<file path="src/source/tmc_pkg.sv">
package tmc_pkg;

	localparam int NUART = 4;            // Driver channels
	localparam int CH_BITS = 2;
	localparam int BIT_CLKS = 16;        // Clocks per UART bit
	localparam int BIT_CNT_BITS = $clog2(BIT_CLKS);

	localparam int TURN_BITS = 2;        // Request end to line release
	localparam int GUARD_BITS = 8;       // Response to idle
	localparam int RX_TIMEOUT_BITS = 120; // Whole reply window

	localparam int TURN_CLKS = TURN_BITS * BIT_CLKS;
	localparam int GUARD_CLKS = GUARD_BITS * BIT_CLKS;
	localparam int RX_TIMEOUT_CLKS = RX_TIMEOUT_BITS * BIT_CLKS;
	localparam int TIMER_BITS = $clog2(RX_TIMEOUT_CLKS);

	localparam logic [7:0] SYNC_BYTE = 8'h05;
	localparam logic [7:0] MASTER_ADDR = 8'hff; // Address field of every reply
	localparam logic [7:0] CRC_POLY = 8'h07;

	// Codes 0 and 3 are rejected as BAD_CMD
	typedef enum logic [1:0] {
		OP_WRITE = 2'd1,
		OP_READ  = 2'd2
	} tmc_op_e;

	typedef enum logic [2:0] {
		ST_OK          = 3'd0,
		ST_TIMEOUT     = 3'd1,
		ST_SYNC        = 3'd2,
		ST_MASTER_ADDR = 3'd3,
		ST_REGISTER    = 3'd4,
		ST_CRC         = 3'd5,
		ST_BAD_CMD     = 3'd6
	} tmc_status_e;

	typedef struct packed {
		tmc_op_e            op;
		logic [CH_BITS-1:0] channel;
		logic [7:0]         slave;
		logic [6:0]         register;
		logic [31:0]        data;     // Write payload, ignored for reads
	} tmc_cmd_t;

	typedef struct packed {
		tmc_status_e status;
		logic [31:0] data;
	} tmc_rsp_t;

endpackage

</file>
<file path="src/source/uart_byte.sv">
`timescale 1ns/1ps

module uart_byte (
	input  logic       clk,
	input  logic       reset,
	input  logic       tx_start,
	input  logic [7:0] tx_byte,
	output logic       tx_busy,
	output logic       tx_line,
	input  logic       rx_line,
	output logic       rx_valid,
	output logic [7:0] rx_byte
);
	import tmc_pkg::*;

	logic [8:0] tx_shift;              // Stop bit above the data bits
	logic [3:0] tx_bits;               // Bits left after the current one
	logic [BIT_CNT_BITS-1:0] tx_cnt;

	logic [1:0] rx_sync;
	logic rx_prev;
	logic rx_active;
	logic [3:0] rx_bits;               // 0 start, 1 to 8 data, 9 stop
	logic [BIT_CNT_BITS-1:0] rx_cnt;

	// Transmitter
	always_ff @(posedge clk) begin
		if (reset) begin
			tx_busy <= 1'b0;
			tx_line <= 1'b1;
			tx_bits <= 4'd0;
			tx_cnt <= '0;
		end else if (tx_start && !tx_busy) begin
			tx_busy <= 1'b1;
			tx_line <= 1'b0;              // Start bit
			tx_shift <= {1'b1, tx_byte};
			tx_bits <= 4'd9;
			tx_cnt <= BIT_CNT_BITS'(BIT_CLKS - 1);
		end else if (tx_busy) begin
			if (tx_cnt != 0) begin
				tx_cnt <= tx_cnt - 1'b1;
			end else if (tx_bits != 0) begin
				tx_line <= tx_shift[0];
				tx_shift <= {1'b1, tx_shift[8:1]};
				tx_bits <= tx_bits - 1'b1;
				tx_cnt <= BIT_CNT_BITS'(BIT_CLKS - 1);
			end else begin
				tx_busy <= 1'b0;          // Stop bit has run its full time
			end
		end
	end

	// Receiver
	always_ff @(posedge clk) begin
		if (reset) begin
			rx_sync <= 2'b11;
			rx_prev <= 1'b1;
			rx_active <= 1'b0;
			rx_valid <= 1'b0;
			rx_bits <= 4'd0;
			rx_cnt <= '0;
		end else begin
			rx_sync <= {rx_sync[0], rx_line};
			rx_prev <= rx_sync[1];
			rx_valid <= 1'b0;
			if (!rx_active) begin
				if (rx_prev && !rx_sync[1]) begin
					rx_active <= 1'b1;    // Falling edge of a start bit
					rx_bits <= 4'd0;
					rx_cnt <= BIT_CNT_BITS'(BIT_CLKS / 2 - 1);
				end
			end else if (rx_cnt != 0) begin
				rx_cnt <= rx_cnt - 1'b1;
			end else begin
				rx_cnt <= BIT_CNT_BITS'(BIT_CLKS - 1);
				if (rx_bits == 4'd0) begin
					if (rx_sync[1])
						rx_active <= 1'b0; // Glitch, not a start bit
					else
						rx_bits <= 4'd1;
				end else if (rx_bits == 4'd9) begin
					rx_active <= 1'b0;
					rx_valid <= rx_sync[1]; // Framing errors are dropped
				end else begin
					rx_byte <= {rx_sync[1], rx_byte[7:1]};
					rx_bits <= rx_bits + 1'b1;
				end
			end
		end
	end

endmodule

</file>
<file path="src/source/tmc_crc8.sv">
`timescale 1ns/1ps

module tmc_crc8 (
	input  logic       clk,
	input  logic       reset,
	input  logic       crc_clear,
	input  logic       crc_feed,
	input  logic [7:0] crc_byte,
	output logic [7:0] crc_value
);
	import tmc_pkg::*;

	logic [6:0] crc_shift;             // Bits of the byte still to go
	logic [2:0] crc_cnt;

	function automatic logic [7:0] crc_step(input logic [7:0] crc, input logic din);
		crc_step = {crc[6:0], 1'b0} ^ ((crc[7] ^ din) ? CRC_POLY : 8'h00);
	endfunction

	// First bit goes in on the feed edge, so the value settles 8 cycles later
	always_ff @(posedge clk) begin
		if (reset || crc_clear) begin
			crc_value <= 8'h00;
			crc_cnt <= 3'd0;
		end else if (crc_feed) begin
			crc_value <= crc_step(crc_value, crc_byte[0]);
			crc_shift <= crc_byte[7:1];
			crc_cnt <= 3'd7;
		end else if (crc_cnt != 0) begin
			crc_value <= crc_step(crc_value, crc_shift[0]);
			crc_shift <= {1'b0, crc_shift[6:1]};
			crc_cnt <= crc_cnt - 1'b1;
		end
	end

endmodule

</file>
<file path="src/source/tmc_uart_master.sv">
`timescale 1ns/1ps

module tmc_uart_master (
	input  logic                      clk,
	input  logic                      reset,
	input  logic                      cmd_valid,
	input  tmc_pkg::tmc_cmd_t         cmd,
	output logic                      busy,
	output logic                      rsp_valid,
	output tmc_pkg::tmc_rsp_t         rsp,
	input  logic [tmc_pkg::NUART-1:0] uart_in,
	output logic [tmc_pkg::NUART-1:0] uart_out,
	output logic [tmc_pkg::NUART-1:0] uart_en,
	output logic                      tx_start,
	output logic [7:0]                tx_byte,
	input  logic                      tx_busy,
	input  logic                      tx_line,
	output logic                      rx_line,
	input  logic                      rx_valid,
	input  logic [7:0]                rx_byte,
	output logic                      crc_clear,
	output logic                      crc_feed,
	output logic [7:0]                crc_byte,
	input  logic [7:0]                crc_value
);
	import tmc_pkg::*;

	typedef enum logic [2:0] {
		S_IDLE,
		S_SEND,
		S_TX_WAIT,
		S_TURN,
		S_RECV,
		S_RESP,
		S_GUARD
	} state_e;

	state_e state;
	tmc_status_e status;
	tmc_status_e rx_err;
	logic [CH_BITS-1:0] ch;
	logic is_write;
	logic [7:0] slave;
	logic [6:0] register;
	logic [31:0] data;
	logic [2:0] idx;                   // Byte index, shared by request and reply
	logic [TIMER_BITS-1:0] timer;
	logic line_en;                     // Master drives the selected line
	logic [7:0] next_byte;
	logic last_byte;

	always_comb begin
		case (idx)
			3'd0: next_byte = SYNC_BYTE;
			3'd1: next_byte = slave;
			3'd2: next_byte = {is_write, register};
			3'd3: next_byte = is_write ? data[31:24] : crc_value;
			3'd4: next_byte = data[23:16];
			3'd5: next_byte = data[15:8];
			3'd6: next_byte = data[7:0];
			default: next_byte = crc_value;
		endcase
	end

	assign last_byte = (idx == (is_write ? 3'd7 : 3'd3));

	// Reply check for the byte now on rx_byte
	always_comb begin
		rx_err = ST_OK;
		case (idx)
			3'd0: if (rx_byte[3:0] != SYNC_BYTE[3:0]) rx_err = ST_SYNC;
			3'd1: if (rx_byte != MASTER_ADDR) rx_err = ST_MASTER_ADDR;
			3'd2: if (rx_byte != {1'b0, register}) rx_err = ST_REGISTER;
			3'd7: if (rx_byte != crc_value) rx_err = ST_CRC;
			default: rx_err = ST_OK;
		endcase
	end

	always_ff @(posedge clk) begin
		if (reset) begin
			state <= S_IDLE;
			status <= ST_OK;
			busy <= 1'b0;
			rsp_valid <= 1'b0;
			tx_start <= 1'b0;
			crc_clear <= 1'b0;
			crc_feed <= 1'b0;
			line_en <= 1'b1;
			is_write <= 1'b0;
			ch <= '0;
			idx <= 3'd0;
			timer <= '0;
		end else begin
			rsp_valid <= 1'b0;
			tx_start <= 1'b0;
			crc_clear <= 1'b0;
			crc_feed <= 1'b0;
			if (timer != 0)
				timer <= timer - 1'b1;   // Loads below take priority

			case (state)
				S_IDLE: if (cmd_valid) begin
					busy <= 1'b1;
					ch <= cmd.channel;
					is_write <= (cmd.op == OP_WRITE);
					slave <= cmd.slave;
					register <= cmd.register;
					idx <= 3'd0;
					if (cmd.op == OP_WRITE || cmd.op == OP_READ) begin
						data <= cmd.data;
						status <= ST_OK;
						crc_clear <= 1'b1;
						state <= S_SEND;
					end else begin
						data <= '0;
						status <= ST_BAD_CMD; // No line activity
						state <= S_RESP;
					end
				end
				S_SEND: if (!tx_busy && !tx_start) begin
					tx_start <= 1'b1;
					tx_byte <= next_byte;
					crc_byte <= next_byte;
					crc_feed <= !last_byte;   // CRC byte is not fed back
					idx <= idx + 1'b1;
					if (last_byte)
						state <= S_TX_WAIT;
				end
				S_TX_WAIT: if (!tx_busy && !tx_start) begin
					if (is_write) begin
						data <= '0;
						state <= S_RESP;
					end else begin
						timer <= TIMER_BITS'(TURN_CLKS - 1);
						state <= S_TURN;
					end
				end
				S_TURN: if (timer == 0) begin
					line_en <= 1'b0;          // Hand the line to the driver chip
					crc_clear <= 1'b1;
					idx <= 3'd0;
					data <= '0;
					timer <= TIMER_BITS'(RX_TIMEOUT_CLKS - 1);
					state <= S_RECV;
				end
				S_RECV: if (rx_valid) begin
					idx <= idx + 1'b1;
					crc_byte <= rx_byte;
					crc_feed <= (idx != 3'd7);
					if (status == ST_OK)
						status <= rx_err;     // First failure wins
					if (idx >= 3'd3 && idx <= 3'd6)
						data <= {data[23:0], rx_byte};
					if (idx == 3'd7)
						state <= S_RESP;
				end else if (timer == 0) begin
					if (status == ST_OK)
						status <= ST_TIMEOUT;
					state <= S_RESP;
				end
				S_RESP: begin
					rsp_valid <= 1'b1;
					rsp.status <= status;
					rsp.data <= data;
					line_en <= 1'b1;
					timer <= (status == ST_BAD_CMD) ? '0 : TIMER_BITS'(GUARD_CLKS - 1);
					state <= S_GUARD;
				end
				S_GUARD: if (timer == 0) begin
					busy <= 1'b0;
					state <= S_IDLE;
				end
				default: state <= S_IDLE;
			endcase
		end
	end

	// Channel mux, idle channels are driven high
	always_comb begin
		for (int i = 0; i < NUART; i++) begin
			uart_out[i] = (CH_BITS'(i) == ch) ? tx_line : 1'b1;
			uart_en[i] = (CH_BITS'(i) == ch) ? line_en : 1'b1;
		end
	end

	assign rx_line = line_en ? 1'b1 : uart_in[ch]; // Blocks own echo

endmodule

</file>
<file path="src/source/tmc_uart_top.sv">
`timescale 1ns/1ps

module tmc_uart_top (
	input  logic                      clk,
	input  logic                      reset,
	input  logic                      cmd_valid,
	input  tmc_pkg::tmc_cmd_t         cmd,
	output logic                      busy,
	output logic                      rsp_valid,
	output tmc_pkg::tmc_rsp_t         rsp,
	input  logic [tmc_pkg::NUART-1:0] uart_in,
	output logic [tmc_pkg::NUART-1:0] uart_out,
	output logic [tmc_pkg::NUART-1:0] uart_en
);

	logic       tx_start;
	logic [7:0] tx_byte;
	logic       tx_busy;
	logic       tx_line;
	logic       rx_line;
	logic       rx_valid;
	logic [7:0] rx_byte;
	logic       crc_clear;
	logic       crc_feed;
	logic [7:0] crc_byte;
	logic [7:0] crc_value;

	tmc_uart_master master_i (
		.clk(clk), .reset(reset),
		.cmd_valid(cmd_valid), .cmd(cmd), .busy(busy),
		.rsp_valid(rsp_valid), .rsp(rsp),
		.uart_in(uart_in), .uart_out(uart_out), .uart_en(uart_en),
		.tx_start(tx_start), .tx_byte(tx_byte), .tx_busy(tx_busy), .tx_line(tx_line),
		.rx_line(rx_line), .rx_valid(rx_valid), .rx_byte(rx_byte),
		.crc_clear(crc_clear), .crc_feed(crc_feed), .crc_byte(crc_byte),
		.crc_value(crc_value)
	);

	uart_byte uart_i (
		.clk(clk), .reset(reset),
		.tx_start(tx_start), .tx_byte(tx_byte), .tx_busy(tx_busy), .tx_line(tx_line),
		.rx_line(rx_line), .rx_valid(rx_valid), .rx_byte(rx_byte)
	);

	tmc_crc8 crc_i (
		.clk(clk), .reset(reset),
		.crc_clear(crc_clear), .crc_feed(crc_feed), .crc_byte(crc_byte),
		.crc_value(crc_value)
	);

endmodule

</file>
<file path="config.mk">
export PLATFORM = sky130hd
export DESIGN_NAME = tmc_uart_top
export DESIGN_NICKNAME = d
export VERILOG_FILES = /design/src/source/tmc_pkg.sv /design/src/source/uart_byte.sv /design/src/source/tmc_crc8.sv /design/src/source/tmc_uart_master.sv /design/src/source/tmc_uart_top.sv
export SDC_FILE = /design/constraint.sdc
export NUM_CORES = 1
export LEC_CHECK = 0
export BUFFER_PORTS_ARGS = -buffer_cell sky130_fd_sc_hd__buf_2
export CAP_MARGIN = 20
export CORE_AREA = 3 3 180 94
export CTS_BUF_LIST = sky130_fd_sc_hd__clkbuf_4 sky130_fd_sc_hd__clkbuf_8
export DETAILED_ROUTE_END_ITERATION = 7
export DIE_AREA = 0 0 183 97
export PLACE_DENSITY = 0.84
export SETUP_SLACK_MARGIN = 0.2
export SLEW_MARGIN = 40
export SYNTH_ARGS = -nofsm -noshare
export SYNTH_HDL_FRONTEND = slang
export SYNTH_SLANG_ARGS = --single-unit
</file>
<file path="constraint.sdc">
create_clock -name clk -period 4.9 [get_ports clk]
set_input_delay 0.49 -clock clk [delete_from_list [all_inputs] [get_ports clk]]
set_output_delay 0.49 -clock clk [all_outputs]
set_load 0.03 [all_outputs]
</file>
==> summary.log <==
[grt] pin count of the biggest net entering global routing 45
[logic_synthesis] Syn Std Cell Area 8322 um^2
[die] Total Die Area 17750 um^2
[clocking] post-CTS setup buffers 0
[logic_synthesis] library cell occupying the most area in the post-synthesis netlist edfxtp_1
[layout] non-filler cells in the finished layout 1036
[critical_path] worst endpoint data arrival time 3.45 ns
[outcome] result of the run completed
[pwr] switching pwr 1.958 mW
[timing] worst rel slew slack 47.79%
[logic_synthesis] number of synthesized register bits 184
[worst_hold_path] Min-Delay Path Class primary input to register
[critical_path] required time at the worst-slack endpoint 5.22 ns
[logic_synthesis] cells taking the most area after synthesis edfxtp_1, dfxtp_1, nand2_1
[pwr] Internal Dissipation 3.138 mW
[timing] count of final max-slew check failures 0
[grt] overall overflow remaining after global route 0
[logic_synthesis] top_reg_cell synth edfxtp_1
[detailed_routing] via/cell ratio 6.056
[detailed_routing] first drt pass iteration count 5
[layout] fraction of layout instances using a drive strength above 1 20.91%
[pwr] combinational fraction of design power 31.3%
[critical_path] count of cells along the worst register-to-register path 7
[timing] Clock Skew 0.02444 ns
[clocking] count of hold buffers inserted by post-cts repair 0
[run] maxcap violations 0
[die] number of top-level design ports 103
[timing] final hold violation count 0
[layout] commonest cells after routing, fill and taps aside edfxtp_1, buf_2, nand2_1
[critical_path] type of the worst setup path register to register
[timing] setup repair after global routing missed its margin false
[grt] first-pass GRT wire length 31.74 mm
[clocking] clk root buf clkbuf_8
[logic_synthesis] portion of netlist area occupied by mux cells 2.947%
[worst_hold_path] Min-Delay Startpoint cmd[32]
[die] effective utilization at floorplan 54.13%
[grt] vias in the first global route 6102
[grt] global routing usage summed across all routing layers 22.62%
[clocking] clock tree from TritonCTS built
[place] Port-buffer cells 102
[logic_synthesis] simple-gate area share of the yosys netlist 14.73%
[logic_synthesis] Adder-Cell Fraction of Synth Area 2.706%
[logic_synthesis] Gate Count Post-Synth 732
[detailed_routing] number of nets still failing antenna checks after routing 0
[grt] number of antenna violations at the first check in global routing 0
[place] GPL Wtd Cong 0.9556
[critical_path] critical path startpoint category register
[timing] Tcrit/Tclk final 63.76%
[timing] final setup vio count 0
[timing] sum of negative setup slack 0 ns
[timing] Tightest Pin Transition 0.7816 ns
[layout] area growth from synthesis to layout 13.83%
[logic_synthesis] count of different cell masters after synthesis 68
[critical_path] Reg-to-Reg Start master_i.idx[2]
[clocking] clock sink total 184
[detailed_routing] Final Routed Wirelength 19.88 mm
[clocking] count of instances resized after the clock tree is built 0
[detailed_routing] Vias 6274
[layout] NumNets Final 895
[worst_hold_path] hold worst-path end master_i.register[0]
[logic_synthesis] number of synthesized flops with an enable pin 121
[logic_synthesis] proportion of register bits with asynchronous set or reset after synthesis 0%
[clocking] clock slew at reported path FFs 0.12 ns
[detailed_routing] DR WL/cell 19.19 um
[logic_synthesis] sequential cell area fraction in the yosys report 58.82%
[logic_synthesis] mean instance size in the synthesized netlist 11.37 um^2
[critical_path] maximum fanout along the worst path 23
[logic_synthesis] fraction of the mapped netlist area in compound gates 14.67%
[pwr] clock share of power 21.8%
[pwr] Sw Ratio 38.42%
[layout] leading cell type in the layout, fill and taps excluded edfxtp_1
[timing] maximum frequency from static timing analysis 0.3201 GHz
[pwr] proportion of power drawn by flip-flops and latches 46.9%
[place] HPWL after DPL 13.91 mm
[logic_synthesis] total number of yosys warnings 0
[detailed_routing] initial drt markers 633
[detailed_routing] number of design rule violations left after detail routing 0
[critical_path] category of the worst setup path capture point register
[timing] Min Clock Period, post-route 3.124 ns
[clocking] clock buffer depth 2
[pwr] leakage 3.524 nW
[logic_synthesis] share of the synthesized area in the top cell type 43.66%
[die] core region area 15370 um^2
[logic_synthesis] combinational family with the most area after synthesis simple AND/OR/NAND/NOR gates
[critical_path] Worst R2R Setup Slack 1.78 ns
[die] Die H 97 um
[place] Cell Count Post-Placement 1004
[worst_hold_path] instance count along the most critical hold path 1
[critical_path] RR Endpoint master_i.crc_byte[6]
[logic_synthesis] xor/xnor cell area share of the yosys netlist 3.052%
[clocking] TritonCTS buffer count 17
[pwr] Worst IR Drop VDD 243.5 uV
[clocking] H-Tree Depth 4
[pwr] power per cell area 537.9 nW/um^2
[die] number of standard-cell rows in the floorplan 32
[clocking] insertion delay to the later sink of the worst-skew pair 0.47 ns
[timing] Worst Hold Margin 0.1916 ns
[layout] ant diodes 0
[logic_synthesis] post-synth net total 808
[die] overall die width 183 um
## how the worst max path moves through the flow
stage / startpoint / to / slack [ns] / cells after the start
2_1_floorplan: master_i.timer[0] / master_i.data[0] / 1.37 / 6
3_3_place_gp: master_i.idx[2] / master_i.crc_byte[6] / 2.03 / 7
3_5_place_dp: master_i.idx[2] / master_i.crc_byte[5] / 1.91 / 7
4_1_cts: master_i.idx[2] / master_i.crc_byte[6] / 1.85 / 7
5_1_grt: master_i.idx[2] / master_i.crc_byte[1] / 1.56 / 7
6_report: master_i.idx[2] / master_i.crc_byte[6] / 1.78 / 7
## worst max-delay path, stage by stage (launching register included)
cell      delay (ns)
dfxtp_1         0.83
clkinv_1        0.43
ha_1            0.37
or4_1           0.66
o21ai_1         0.29
a221o_1         0.26
nor2_1          0.05
nor2_1          0.10
## synth_stat cells, drive strengths merged, types with 3 or more instances
master and count:
a21boi 3, nand2b 12, a221o 6, inv 23, or2 5, xor2 24
dfxtp 63, o211ai 3, or3 3, clkbuf 31, a222oi 5, and3 3
mux2 12, nand4 3, a22oi 4, nor3b 5, edfxtp 121, or4 4
xnor2 5, a22o 32, ha 18, a21o 3, nor4 10, a221oi 6
nand3 12, buf 9, nor3 10, nor2b 13, nand2 84, mux2i 11
a21oi 47, and2 5, o21ai 21, a211oi 11, nand3b 6, a311oi 5
o311ai 3, nor2 62
## final cells by class
class                   instances  area, um^2
multi-input cells             484        3206
clock buffers                  17       234.0
clock inverters                15       225.2
repair buffers                108       565.5
flip-flops and latches        184        4895
inverters                      24       92.59
fillers                      1191        5902
well taps                     204       255.2
## metal layers
| metal | global-route usage, % | wire length [um] |
|---|---|---|
| met2 | 35.05 | 9092 |
| met1 | 31.39 | 8398 |
| met3 | 4.996 | 1871 |
| met5 | 0 | 0 |
| met4 | 8.480 | 517 |
## registers in the layout, summed over array words and instances (netlist names), 4 cells and up
signal and cells:
master_i.slave 8, master_i.rsp 35, crc_i.crc_shift 7, master_i.data 32, master_i.timer 11, uart_i.rx_bits 4
uart_i.tx_bits 4, uart_i.tx_cnt 4, master_i.register 7, master_i.tx_byte 8, crc_i.crc_value 8, uart_i.tx_shift 8
master_i.crc_byte 8, uart_i.rx_byte 8, uart_i.rx_cnt 4
## kinds of logic after synthesis
group,count (synthesis)
compound gates,169
xor+xnor,29
fa+ha+maj,18
buf+inv,64
simple gates,245
flops,184
mux,23
## power by group through the flow
| stage | Clock (mW) | Sequential, mW | Combinational [mW] |
|---|---|---|---|
| 3_3_place_gp | 0 | 2.40 | 1.48 |
| 6_report | 1.11 | 2.39 | 1.59 |
| 4_1_cts | 1.13 | 2.38 | 1.58 |
| 5_1_grt | 1.19 | 2.43 | 1.76 |
| 2_1_floorplan | 0 | 2.29 | 1.25 |
| 3_5_place_dp | 0 | 2.41 | 1.56 |
## stage by stage
step / power [mW] / util (%) / cell area [um^2] / worst slack [ns]
final: 5.095 / 61.61 / 9473 / 1.776
after global routing: 5.377 / 61.61 / 9473 / 1.558
after CTS: 5.090 / 61.57 / 9467 / 1.853
after detailed placement: 3.974 / 58.59 / 9007 / 1.907
after global placement: 3.886 / 58.49 / 8992 / 2.027
after floorplan: 3.546 / - / 8328 / 1.373
Power figures use the tool's default switching activity.
